$ cat config.mk
export PLATFORM = sky130hd
export DESIGN_NAME = top_vga
export DESIGN_NICKNAME = d
export VERILOG_FILES = /design/src/common/vga_pkg.sv /design/src/draw/draw_bg.sv /design/src/draw/draw_rect.sv /design/src/verilog/game_ctrl.sv /design/src/verilog/top_vga.sv /design/src/verilog/vga_timing.sv
export SDC_FILE = /design/constraint.sdc
export NUM_CORES = 1
export LEC_CHECK = 0
export BUFFER_PORTS_ARGS = -buffer_cell sky130_fd_sc_hd__buf_2
export CORE_MARGIN = 2
export CORE_UTILIZATION = 25
export DETAILED_ROUTE_END_ITERATION = 8
export GPL_ROUTABILITY_DRIVEN = 0
export SYNTH_ARGS = -nofsm -noshare
export SYNTH_HDL_FRONTEND = slang
export SYNTH_SLANG_ARGS = --single-unit
$ cat constraint.sdc
create_clock -name clk -period 8.3 [get_ports clk]
set_input_delay 0 -clock clk [delete_from_list [all_inputs] [get_ports clk]]
set_output_delay 0 -clock clk [all_outputs]
set_load 0.02 [all_outputs]
$ cat src/common/vga_pkg.sv
`default_nettype none

package vga_pkg;

    // Width of the pixel counters and of every screen position.
    localparam int POS_W = 11;

    // One pixel slot of the raster, passed from stage to stage each clock.
    typedef struct packed {
        logic [POS_W-1:0] hcount;
        logic [POS_W-1:0] vcount;
        logic             hsync;
        logic             vsync;
        logic             hblnk;
        logic             vblnk;
        logic [11:0]      rgb;    // 4 bits each of red, green and blue.
    } vga_t;

    typedef enum logic [1:0] {
        MENU       = 2'd0,
        GAME       = 2'd1,
        END_SCREEN = 2'd2
    } game_state_t;

    // Background colours, one per game state.
    localparam logic [11:0] COLOR_MENU = 12'h2_3_8;
    localparam logic [11:0] COLOR_GAME = 12'h4_a_4;
    localparam logic [11:0] COLOR_END  = 12'h8_2_2;

    // Sprite colours.
    localparam logic [11:0] COLOR_PLAYER   = 12'hf_f_0;
    localparam logic [11:0] COLOR_OBSTACLE = 12'h9_5_1;

    localparam logic [11:0] COLOR_BLANK = 12'h0_0_0; // Black outside the visible area.

endpackage

`default_nettype wire

$ cat src/draw/draw_bg.sv
`default_nettype none

module draw_bg
    import vga_pkg::*;
(
    input  logic        clk,
    input  logic        rst,
    input  game_state_t game_state,
    input  vga_t        vga_in,
    output vga_t        vga_out
);

    logic [11:0] state_rgb;
    logic [11:0] rgb_nxt;

    always_comb begin
        case (game_state)
            MENU:       state_rgb = COLOR_MENU;
            GAME:       state_rgb = COLOR_GAME;
            END_SCREEN: state_rgb = COLOR_END;
            default:    state_rgb = COLOR_BLANK;
        endcase
    end

    // Nothing may be driven on the colour pins while the beam is blanked.
    assign rgb_nxt = (vga_in.hblnk || vga_in.vblnk) ? COLOR_BLANK : state_rgb;

    always_ff @(posedge clk or posedge rst) begin
        if (rst) begin
            vga_out <= '0;
        end else begin
            vga_out     <= vga_in;
            vga_out.rgb <= rgb_nxt;
        end
    end

endmodule

`default_nettype wire

$ cat src/draw/draw_rect.sv
`default_nettype none

module draw_rect
    import vga_pkg::*;
#(
    parameter int          RECT_W = 32,
    parameter int          RECT_H = 32,
    parameter logic [11:0] COLOR  = 12'hf_f_f
) (
    input  logic             clk,
    input  logic             rst,
    input  logic             enable,
    input  logic [POS_W-1:0] rect_x,
    input  logic [POS_W-1:0] rect_y,
    input  vga_t             vga_in,
    output vga_t             vga_out
);

    logic [POS_W:0] x_end;
    logic [POS_W:0] y_end;
    logic           in_x;
    logic           in_y;
    logic           hit;

    // The box is half open, so the far edges belong to the background.
    assign x_end = {1'b0, rect_x} + (POS_W + 1)'(RECT_W);
    assign y_end = {1'b0, rect_y} + (POS_W + 1)'(RECT_H);

    assign in_x = (vga_in.hcount >= rect_x) && ({1'b0, vga_in.hcount} < x_end);
    assign in_y = (vga_in.vcount >= rect_y) && ({1'b0, vga_in.vcount} < y_end);

    assign hit = enable && !vga_in.hblnk && !vga_in.vblnk && in_x && in_y;

    always_ff @(posedge clk or posedge rst) begin
        if (rst) begin
            vga_out <= '0;
        end else begin
            vga_out <= vga_in;
            if (hit) begin
                vga_out.rgb <= COLOR;
            end
        end
    end

endmodule

`default_nettype wire

$ cat src/verilog/game_ctrl.sv
`default_nettype none

module game_ctrl
    import vga_pkg::*;
#(
    parameter int H_ACTIVE = 800,
    parameter int PLAYER_W = 32,
    parameter int OBST_X   = 600,
    parameter int STEP     = 4
) (
    input  logic             clk,
    input  logic             rst,
    input  logic             buttondown,
    input  logic             stepleft,
    input  logic             stepright,
    input  vga_t             timing,
    output game_state_t      game_state,
    output logic             game_active,
    output logic [POS_W-1:0] player_x
);

    localparam logic [POS_W-1:0] X_MAX  = POS_W'(H_ACTIVE - PLAYER_W);
    localparam logic [POS_W-1:0] STEP_V = POS_W'(STEP);

    logic             btn_prev;
    logic             btn_rise;
    logic             frame_start;
    logic [POS_W:0]   x_sum;
    logic [POS_W-1:0] x_next;
    logic             contact;

    assign btn_rise    = buttondown && !btn_prev;
    assign frame_start = (timing.hcount == '0) && (timing.vcount == '0);
    assign x_sum       = {1'b0, player_x} + {1'b0, STEP_V}; // One spare bit for the clamp test.

    always_comb begin
        x_next = player_x;
        if (stepright && !stepleft) begin
            x_next = (x_sum > {1'b0, X_MAX}) ? X_MAX : x_sum[POS_W-1:0];
        end else if (stepleft && !stepright) begin
            x_next = (player_x < STEP_V) ? '0 : player_x - STEP_V;
        end
    end

    assign contact = ({1'b0, x_next} + (POS_W + 1)'(PLAYER_W)) >= (POS_W + 1)'(OBST_X);

    always_ff @(posedge clk or posedge rst) begin
        if (rst) begin
            btn_prev    <= 1'b0;
            game_state  <= MENU;
            game_active <= 1'b0;
            player_x    <= '0;
        end else begin
            btn_prev <= buttondown;
            case (game_state)
                MENU: if (btn_rise) begin
                    game_state  <= GAME;
                    game_active <= 1'b1;
                    player_x    <= '0;   // Each round starts at the left edge.
                end
                GAME: if (frame_start) begin
                    player_x <= x_next;
                    // The player touching the obstacle ends the round.
                    if (contact) begin
                        game_state  <= END_SCREEN;
                        game_active <= 1'b0;
                    end
                end
                END_SCREEN: if (btn_rise) game_state <= MENU;
                default: begin
                    game_state  <= MENU;
                    game_active <= 1'b0;
                end
            endcase
        end
    end

endmodule

`default_nettype wire

$ cat src/verilog/top_vga.sv
`default_nettype none

module top_vga
    import vga_pkg::*;
#(
    parameter int H_ACTIVE = 800,
    parameter int H_FP     = 40,
    parameter int H_SYNC   = 128,
    parameter int H_BP     = 88,
    parameter int V_ACTIVE = 600,
    parameter int V_FP     = 1,
    parameter int V_SYNC   = 4,
    parameter int V_BP     = 23,
    parameter int PLAYER_W = 32,
    parameter int PLAYER_H = 48,
    parameter int PLAYER_Y = 500,
    parameter int OBST_X   = 600,
    parameter int OBST_Y   = 460,
    parameter int OBST_W   = 40,
    parameter int OBST_H   = 88,
    parameter int STEP     = 4
) (
    input  logic             clk,
    input  logic             rst,
    input  logic             buttondown,
    input  logic             stepleft,
    input  logic             stepright,
    output logic             hs,
    output logic             vs,
    output logic [3:0]       r,
    output logic [3:0]       g,
    output logic [3:0]       b,
    output vga_t             vga_out,
    output game_state_t      game_state,
    output logic [POS_W-1:0] player_x
);

    vga_t vga_tim;
    vga_t vga_bg;
    vga_t vga_obst;
    logic game_active;

    assign hs        = vga_out.hsync;
    assign vs        = vga_out.vsync;
    assign {r, g, b} = vga_out.rgb;

    vga_timing #(
        .H_ACTIVE(H_ACTIVE), .H_FP(H_FP), .H_SYNC(H_SYNC), .H_BP(H_BP),
        .V_ACTIVE(V_ACTIVE), .V_FP(V_FP), .V_SYNC(V_SYNC), .V_BP(V_BP)
    ) u_vga_timing (
        .clk,
        .rst,
        .vga(vga_tim)
    );

    game_ctrl #(
        .H_ACTIVE(H_ACTIVE), .PLAYER_W(PLAYER_W), .OBST_X(OBST_X), .STEP(STEP)
    ) u_game_ctrl (
        .clk,
        .rst,
        .buttondown,
        .stepleft,
        .stepright,
        .timing(vga_tim),
        .game_state,
        .game_active,
        .player_x
    );

    draw_bg u_draw_bg (
        .clk,
        .rst,
        .game_state,
        .vga_in(vga_tim),
        .vga_out(vga_bg)
    );

    draw_rect #(
        .RECT_W(OBST_W), .RECT_H(OBST_H), .COLOR(COLOR_OBSTACLE)
    ) u_obstacle (
        .clk,
        .rst,
        .enable(game_active),
        .rect_x(POS_W'(OBST_X)),
        .rect_y(POS_W'(OBST_Y)),
        .vga_in(vga_bg),
        .vga_out(vga_obst)
    );

    // Last in the chain, so the player is drawn over the obstacle.
    draw_rect #(
        .RECT_W(PLAYER_W), .RECT_H(PLAYER_H), .COLOR(COLOR_PLAYER)
    ) u_player (
        .clk,
        .rst,
        .enable(game_active),
        .rect_x(player_x),
        .rect_y(POS_W'(PLAYER_Y)),
        .vga_in(vga_obst),
        .vga_out(vga_out)
    );

endmodule

`default_nettype wire

$ cat src/verilog/vga_timing.sv
`default_nettype none

module vga_timing
    import vga_pkg::*;
#(
    parameter int H_ACTIVE = 800,
    parameter int H_FP     = 40,
    parameter int H_SYNC   = 128,
    parameter int H_BP     = 88,
    parameter int V_ACTIVE = 600,
    parameter int V_FP     = 1,
    parameter int V_SYNC   = 4,
    parameter int V_BP     = 23
) (
    input  logic clk,
    input  logic rst,
    output vga_t vga
);

    localparam int H_TOTAL  = H_ACTIVE + H_FP + H_SYNC + H_BP;
    localparam int V_TOTAL  = V_ACTIVE + V_FP + V_SYNC + V_BP;
    localparam int HS_START = H_ACTIVE + H_FP;
    localparam int HS_END   = HS_START + H_SYNC;
    localparam int VS_START = V_ACTIVE + V_FP;
    localparam int VS_END   = VS_START + V_SYNC;

    logic [POS_W-1:0] h_next;
    logic [POS_W-1:0] v_next;

    // The counters live in the output struct itself, so the flags always
    // describe the same pixel as the counters next to them.
    always_comb begin
        h_next = vga.hcount + 1'b1;
        v_next = vga.vcount;
        if (vga.hcount == POS_W'(H_TOTAL - 1)) begin
            h_next = '0;
            if (vga.vcount == POS_W'(V_TOTAL - 1)) begin
                v_next = '0;
            end else begin
                v_next = vga.vcount + 1'b1;
            end
        end
    end

    always_ff @(posedge clk or posedge rst) begin
        if (rst) begin
            vga <= '0;
        end else begin
            vga.hcount <= h_next;
            vga.vcount <= v_next;
            vga.hsync  <= (h_next >= HS_START) && (h_next < HS_END); // Active high.
            vga.vsync  <= (v_next >= VS_START) && (v_next < VS_END);
            vga.hblnk  <= h_next >= H_ACTIVE;
            vga.vblnk  <= v_next >= V_ACTIVE;
            vga.rgb    <= '0;  // The draw chain fills in the colour.
        end
    end

endmodule

`default_nettype wire
; Yosys cells after proc, flatten, opt, wreduce, memory -nomap -nowiden
; Index checks and enable logic that the tools add are counted.
[totals]
reg_bits = 155
latch_bits = 0
ram_bits = 0
romBits = 0
in_bits = 5
output_inout_bits = 65
elab_cells = 119
n_memories = 0
[op_classes]
n_addsub = 6
mul = 0
div = 0
order_cmp = 17
n_eq_ne = 8
shift = 0
muxes = 23
bitwise = 1
n_reduce_logical = 33
[ops]
columns = op, count
row1 = 11-bit 2-to-1 mux, 9
row2 = "11-bit by 10-bit >= comparator with 1-bit output, second input constant", 5
row3 = "11-bit by 10-bit less-than comparator with 1-bit output, second input constant", 5
row4 = 12-bit 2-to-1 mux, 3
row5 = 12-bit case mux with 3 select lines, 1
row6 = "11-bit by 6-bit adder with 12-bit output, second input constant", 2
row7 = "11-bit by 1-bit adder with 11-bit output, second input constant", 2
row8 = "11-bit by 9-bit >= comparator with 1-bit output, second input constant", 2
row9 = 11-bit zero test, 2
row10 = 11-bit case mux with 2 select lines, 1
row11 = 1-bit logical AND, 18
row12 = "11-bit by 3-bit adder with 12-bit output, second input constant", 1
row13 = "12-bit by 10-bit >= comparator with 1-bit output, second input constant", 1
row14 = "12-bit by 10-bit greater-than comparator with 1-bit output, second input constant", 1
row15 = 11-bit by 12-bit less-than comparator with 1-bit output, 1
row16 = "11-bit by 10-bit equality test with 1-bit output, second input constant", 1
row17 = "11-bit equality test, second input constant", 1
row18 = 11-bit >= comparator, 1
row19 = "11-bit by 3-bit less-than comparator with 1-bit output, second input constant", 1
row20 = "11-bit by 3-bit subtractor with 11-bit output, second input constant", 1
row21 = 2-bit 2-to-1 mux, 4
row22 = "2-bit != test, second input constant", 4
row23 = 4-bit AND reduction, 2
row24 = 1-bit zero test, 7
row25 = other kinds (10), 12

; Logic depth before layout (Yosys ltp)
; Gate-level depths: netlist (run 1).
[logic_depth]
ltp_word = 9
depth_mapped = 13

; Modules after synthesis
; A second synthesis (run 1) with hierarchy kept.
[hier_totals]
cells_unflattened = 813
hier_area_um2 = 8498.2
[modules_own_cells]
columns = mod, instances, cells_per_inst, area_each_um2, seq_area_each_um2
row1 = draw_rect (u_obstacle), 1, 209, 2293.4, 950.9
row2 = draw_rect (u_player), 1, 198, 2175.8, 950.9
row3 = vga_timing, 1, 169, 1625.3, 650.6
row4 = game_ctrl, 1, 177, 1441.4, 375.4
row5 = draw_bg, 1, 44, 849.6, 750.7
row6 = top_vga, 1, 16, 112.6, 0.0

; Worst setup path after synthesis (run 1)
; OpenSTA, ideal clock, no wires.
[synth_timing]
path_kind = reg-to-reg
start = register u_game_ctrl.player_x[3]
end = register u_game_ctrl.game_active
t_arrival_ns = 3.110
t_required_ns = 8.176
path_slack_ns = 5.066
stages_incl_launch_ff = 13
n_path_buf = 1
period_less_slack_ns = 3.234
cell_sequence = dfrtp_1 -> ha_1 -> buf_2 -> nand4_1 -> o211a_1 -> nor2_1 -> a21oi_1 -> a221o_1 -> ha_1 -> inv_1 -> o2111ai_1 -> a311oi_2 -> a211o_1
[synth_between]
elab_chain_cells = 8
[synth_rtl]
columns = element, line_no
row1 = start: declaration, game_ctrl.sv:19  ; output logic [POS_W-1:0] player_x
row2 = start signal: assignment, game_ctrl.sv:62  ; player_x <= x_next;
row3 = "11-bit by 3-bit adder with 12-bit output, or another cell as far along", game_ctrl.sv:34  ; assign x_sum = {1'b0, player_x} + {1'b0, STEP_V};
row4 = 12-bit by 10-bit greater-than comparator with 1-bit output or 11-bit 2-to-1 mux (tied branches), "game_ctrl.sv:39, game_ctrl.sv:41"
row5 = "11-bit 2-to-1 mux, on equally long branches", "game_ctrl.sv:39, game_ctrl.sv:40"
row6 = 11-bit 2-to-1 mux (*), game_ctrl.sv:38  ; if (stepright && !stepleft) begin
row7 = 11-bit by 6-bit adder with 12-bit output (*), game_ctrl.sv:45  ; assign contact = ({1'b0, x_next} + (POS_W + 1)'(PLAYER_W)) >= (POS_W + 1)'(OBST_X);
row8 = 12-bit by 10-bit >= comparator with 1-bit output (*), game_ctrl.sv:45
row9 = 2-bit != test (no line) (*), --
row10 = 4-bit AND reduction (no line) (*), --
row11 = end signal: assignment, game_ctrl.sv:51  ; game_active <= 1'b0;
row12 = end signal: assignment, game_ctrl.sv:58  ; game_active <= 1'b1;
row13 = end signal: assignment, game_ctrl.sv:66  ; game_active <= 1'b0;
row14 = end: declaration, game_ctrl.sv:18  ; output logic game_active,
; Mark *: on every way between the ends. The rest lies on a longest branch, timed or not.
; A chain may end at the register's enable or synchronous reset.

; Final worst setup path (run 1)
; Same ends and word-level chain as after synthesis.

==> qor.csv, run 1 <==
metric,value,unit
finalSetupTns,0,ps
via_per_inst,4.61,
avgSynthCellArea,11.3,um^2
rows,57,
ff_latch_area,3500,um^2
holdWs,211,ps
period_needed,3560,ps
grt_pass1_vias,4332,
num_vias,4364,
drc_errors,0,
synth_top_family_by_area,simple AND/OR/NAND/NOR gates,
grt_setup_unrepaired,false,
post-place-ws,4810,ps
grt_overflow_total,0,
drt_iter0_markers,275,
ys_seq_area_share,56.3,%
drv_slew,0,
crit_path_end_kind,register,
die-area,26200,um^2
hold_buffers,2,
die_w,162,um
post_cts_buffers,0,
area_delta_synth_final,18.1,%
synth-simple-area-share,15.8,%
cp.arrival,3860,ps
netlist_area,6230,um^2
cp_slowest_cell,dfrtp_1,
post-route-util,30.1,%
ant_nets,0,
clk_path_buf_depth,2,
synth_top_cell_area_share,56.3,%
fin_nets,643,
max_cap_viol_count,0,
critical_path_class,reg2reg,
clock-sinks,140,
timing.rr.start,u_game_ctrl.player_x[3],
die_height,162,um
finalHoldViolations,0,
synth_area_leaders,"dfrtp_1 56%, ha_1 5.6%, xnor2_1 2.7%",
crit_required,8600,ps
ioPinCount,70,
yosys_warnings,0,
synth_edf_count,0,
layout_setup_ws,4740,ps
numCtsBuffers,17,
cp_cell_sequence,ha_1 > nand4_1 > o211a_1 > nor2_1 > a21oi_1 > a221o_1 > ha_1 > inv_1 > a2111oi_2 > a311oi_2 > a211o_1,
setup_viol,0,
powerDensity,195,nW/um^2
synth_cells,553,
crit_top_cell,ha_1,
period_share,42.9,%
total_power,1.44,mW
ir_drop,0.135,mV
skew,7.19,ps
r2r_cells,11,
synth_cell_types,65,
insertedDiodeCount,0,
multi_input_area,2370,um^2
status,"finished, final reports clean",
yosysTopAreaCell,dfrtp_1,
grt_use_total,11.1,%
clock_latency,420,ps
tightest_slew,942,ps
routed_wl,14000,um
cts_resized,0,
synth_xor_area_share,3.38,%
syn_nets,586,
r2r-end,u_game_ctrl.game_active,
clock.fmax,281,MHz
p_leak,3.44,nW
cts_max_level,4,
synth.most_common_cell,dfrtp_1,
synth_fa_ha_area_share,5.63,%
core_area,24400,um^2
dp_hpwl,10100,um
wire_per_inst,14.8,um
synth_mux_area_share,0.161,%
cts_tree,built,
root_buffer,clkbuf_16,
ff2ff_setup_slack,4740,ps
grt_max_degree,81,
initial_core_util,25.5,%
synthArstFlopShare,100,%
antenna_found_initial,0,
relSlewSlack,37.2,%
synth_compound_area_share,13.1,%
synth_seq_cells,140,
worstPathMaxFanout,10,
start_kind,register,
min_path_type,in2async,
synth_top_flop_cell,dfrtp_1,
critPathMaxStageDelay,530,ps
drive_above_1_share,19.1,%
drt_first_pass_iters,4,
portBuffers,69,
nFillCells,2513,
ys_top_cells_by_count,"140 x dfrtp_1, 41 x inv_1, 33 x nand2_1",
path_clk_slew,60,ps
grt_pass1_wl,22600,um
-- where the power goes --
part,leakage (nW),internal [mW],switching (mW)
Clock,0.256,0.390,0.291
Sequential,1.84,0.684,0.00445
Combinational,1.35,0.0200,0.0456
-- flip-flops by register name, summed over array words and instances (netlist names) --
signal / count
u_draw_bg.vga_out: 30
u_game_ctrl.btn_prev: 1
u_game_ctrl.game_active: 1
u_game_ctrl.game_state: 2
u_game_ctrl.player_x: 11
u_obstacle.vga_out: 33
u_player.vga_out: 36
u_vga_timing.vga: 26
-- metrics by stage --
| stage | cell area (um^2) | cells |
|---|---|---|
| floorplan | 6230 | 553 |
| global placement | 6800 | 913 |
| detailed placement | 6800 | 913 |
| CTS | 7350 | 947 |
| global route | 7350 | 947 |
| finish | 7350 | 947 |
-- worst max-delay path, delay by kind of cell, from the launching register on --
| kind | cells | cell delay [ps] |
|---|---|---|
| adder cells (fa/ha/maj) | 2 | 700 |
| flip-flops | 1 | 530 |
| AND/OR/NAND/NOR | 2 | 520 |
| buffers and inverters | 1 | 50 |
| AO/OA/AOI/OAI | 6 | 1630 |
-- cell usage in the layout (no fill, tap or decap), types with 7 or more instances in the layout --
master,n
a21oi_1,15
and2_1,10
and3_1,7
buf_2,69
clkbuf_16,17
dfrtp_1,140
ha_1,28
inv_1,40
nand2_1,33
nand3_1,18
nand4_1,11
nor2_1,22
nor2b_1,7
nor3_1,9
nor4_1,9
nor4b_1,7
o21a_1,7
o21ai_0,25
o21bai_1,8
xnor2_1,19
-- area by class of cell --
cell class / count / area share (%)
Clock buffer: 19 / 6.02
Clock inverter: 13 / 1.28
Inverter: 41 / 2.16
Multi-Input combinational cell: 338 / 32.3
Sequential cell: 140 / 47.7
Tap cell: 324 / 5.51
Timing Repair Buffer: 72 / 5.07
-- layer usage --
metal	share of wire, %	GRT usage [%]	vias to the layer above	wire (um)
li1	-	-	2077	-
met3	4.4	2.94	40	616
met2	49	18.3	111	6900
met5	0	0	-	0
met1	43	13.4	2136	6040
met4	3.4	5.63	0	472
-- cell families after synthesis --
group                      Yosys count
and+or+nand+nor                    170
DFF                                140
AOI/OAI and AO/OA                  115
buffers and inverters               75
adders and majority gates           28
xor gates and xnor gates            24
muxes                                1
-- worst max-delay path by stage --
stage,from,to
after floorplan,rst,u_draw_bg.vga_out[10]
after global placement,u_game_ctrl.player_x[3],u_game_ctrl.game_active
after detailed placement,u_game_ctrl.player_x[3],u_game_ctrl.game_active
after CTS,u_game_ctrl.player_x[3],u_game_ctrl.game_active
after global routing,u_game_ctrl.player_x[3],u_game_ctrl.game_state[1]
final,u_game_ctrl.player_x[3],u_game_ctrl.game_active
No activity file was read; power rests on OpenSTA's default activity.
==> inputs of run 2 (changes only) <==
==> constraint.sdc (replaced) <==
create_clock -name clk -period 2.9 [get_ports clk]
set_input_delay 0 -clock clk [delete_from_list [all_inputs] [get_ports clk]]
set_output_delay 0 -clock clk [all_outputs]
set_load 0.02 [all_outputs]
==> run 2 against run 1 <==
  * Core utilization rose by 3.1 points
  * Sequential power grew to 2.9 times the previous value
  * The flow now finishes with violations (negative setup slack)
  * Worst setup slack got worse by 4800 ps
  * Critical endpoint unchanged
  * Fmax increased by 22%
  * Largest power group is now clock
  * Global-route usage rose by 0.53 points
  * Clock power rose to 3.3 times the previous value
  * Critical path depth unchanged
  * Cell count is 6.2% higher
  * Combinational power increased to 4.0 times the previous value
  * Via count up 6.7%
==> qor.csv, run 2 (synthesis results as in run 1) <==
metric,value,unit,change
hold_path.startpoint,stepleft,,
nFillCells,2453,,-2.4%
num_vias,4655,,+6.7%
grt_use_total,11.6,%,+0.53 points
crit_path_end_kind,register,,
regMostFlops,u_player.vga_out,,
cp.arrival,3210,ps,-650 ps
cts_max_level,4,,unchanged
cts_tree,built,,
timing.rr.start,u_game_ctrl.player_x[6],,
top_regs,"u_player.vga_out x36, u_obstacle.vga_out x33, u_draw_bg.vga_out x30",,
r2r_cells,11,,unchanged
fin_nets,702,,+9.2%
dp_cells,963,,+5.5%
drc_errors,0,,unchanged
total_power,4.46,mW,+210%
grt_max_degree,45,,-44%
tightest_slew,825,ps,-117 ps
die_height,162,um,unchanged
start_kind,register,,
clock_latency,420,ps,about the same
routed_wl,15200,um,+8.0%
finalHoldViolations,0,,unchanged
max_cap_viol_count,0,,unchanged
area_delta_synth_final,30.1,%,
min_path_type,in2reg,,
layout_setup_ws,-8.27,ps,-4750 ps
clk_path_buf_depth,2,,unchanged
rows,57,,unchanged
ir_drop,0.339,mV,+150%
setup_viol,1,,+1
antenna_found_initial,0,,unchanged
portBuffers,69,,unchanged
drt_iter0_markers,267,,-2.9%
wire_per_inst,15.1,um,+1.7%
powerDensity,550,nW/um^2,+180%
fin_cells,1006,,+6.2%
drive_above_1_share,30.5,%,+11 points
final_area,8100,um^2,+10%
numCtsBuffers,17,,unchanged
min_to,u_game_ctrl.player_x[2],,
initial_core_util,25.5,%,unchanged
largest_register_ffs,36,,unchanged
holdWs,260,ps,+48.6 ps
worstHoldPathCells,5,,
grt_pass1_vias,4604,,+6.3%
placed_area,7220,um^2,+6.3%
period_share,100,%,+57 points
ff2ff_setup_slack,-8,ps,-4750 ps
die_w,162,um,unchanged
drv_slew,0,,unchanged
drt_first_pass_iters,5,,+1
final_common_cell,dfrtp_1,,
status,"complete, but fails checks",,
relSlewSlack,44.9,%,+7.7 points
via_per_inst,4.63,,+0.41%
worstPathMaxFanout,7,,-3
clock-sinks,140,,unchanged
die-area,26200,um^2,unchanged
violations,negative setup slack,,
skew,8.92,ps,+1.73 ps
dp_hpwl,11100,um,+9.3%
root_buffer,clkbuf_16,,
grt_overflow_total,0,,unchanged
path_clk_slew,60,ps,about the same
final_cell_mix,"136 x dfrtp_1, 69 x buf_2, 56 x buf_4",,
grt_setup_unrepaired,true,,
p_leak,3.82,nW,+11%
r2r-end,u_game_ctrl.game_active,,
ioPinCount,70,,unchanged
ant_nets,0,,unchanged
critical_path_class,reg2reg,,
grt_pass1_wl,23800,um,+5.2%
insertedDiodeCount,0,,unchanged
core_area,24400,um^2,unchanged
post-route-util,33.2,%,+3.1 points
crit_required,3200,ps,-5400 ps
period_needed,2910,ps,-648 ps
clock.fmax,344,MHz,+22%
==> run 2: cell count changes in the layout (fill, tap and decap cells not counted), sizes merged <==
cell,change
buf,+59
bufinv,+3
inv,+1
clkinvlp,-1
clkinv,-3
==> run 2: worst max path at each step <==
stage,start,endpoint,cells past startpoint
3_5_place_dp,u_game_ctrl.player_x[3],u_game_ctrl.game_active,11
4_1_cts,u_game_ctrl.player_x[3],u_game_ctrl.game_active,11
6_report,u_game_ctrl.player_x[6],u_game_ctrl.game_active,11
5_1_grt,u_game_ctrl.player_x[6],u_game_ctrl.game_active,11
2_1_floorplan,u_game_ctrl.player_x[3],u_game_ctrl.game_active,12
3_3_place_gp,u_game_ctrl.player_x[3],u_game_ctrl.game_active,11
==> run 2: final cells by class <==
class	instances	area, um^2	share of cell area (%)
Timing Repair Buffer	131	848	10.5
Inverter	41	158	1.95
Multi-Input combinational cell	338	2570	31.7
Clock inverter	13	160	1.98
Clock buffer	19	453	5.59
Sequential cell	140	3510	43.3
Tap cell	324	405	5.01
==> run 2: power breakdown <==
part	switching, mW	internal (mW)
clock	0.826	1.40
combinational	0.163	0.100
sequential	0.00711	1.96
==> run 2: repair_timing <==
item,in CTS,in global routing
hold endpoints to repair,36,0
gates resized for setup,1,30
setup buffers,0,9
endpoints found under the setup margin,3,4
pin swaps,2,10
hold buffers,2,0
==> run 2: routing by layer <==
metal  vias to the layer above  track usage (%)  wire length [um]
met5                         -                0                 0
met4                         0             4.99               416
met3                        26             2.73               791
met2                       135             19.8              7660
met1                      2310             14.1              6290
li1                       2184                -                 -
==> run 2: critical path, stage by stage (launching register included) <==
cell and delay [ps]:
dfrtp_2 430, ha_1 190, and4_4 250, o21ai_1 80, a311o_2 490, buf_4 180
a211oi_4 240, o22ai_2 130, buf_4 160, o2111ai_2 180, a311oi_2 150, a211o_1 310
==> run 2: per-stage QoR <==
| step | TNS, ps | worst slack (ps) |
|---|---|---|
| detailed placement | -90.5 | -50.6 |
| global placement | 0 | 37.8 |
| finish | -8.27 | -8.27 |
| floorplan | -175 | -75.2 |
| global route | -249 | -102 |
| CTS | 0 | 11.9 |
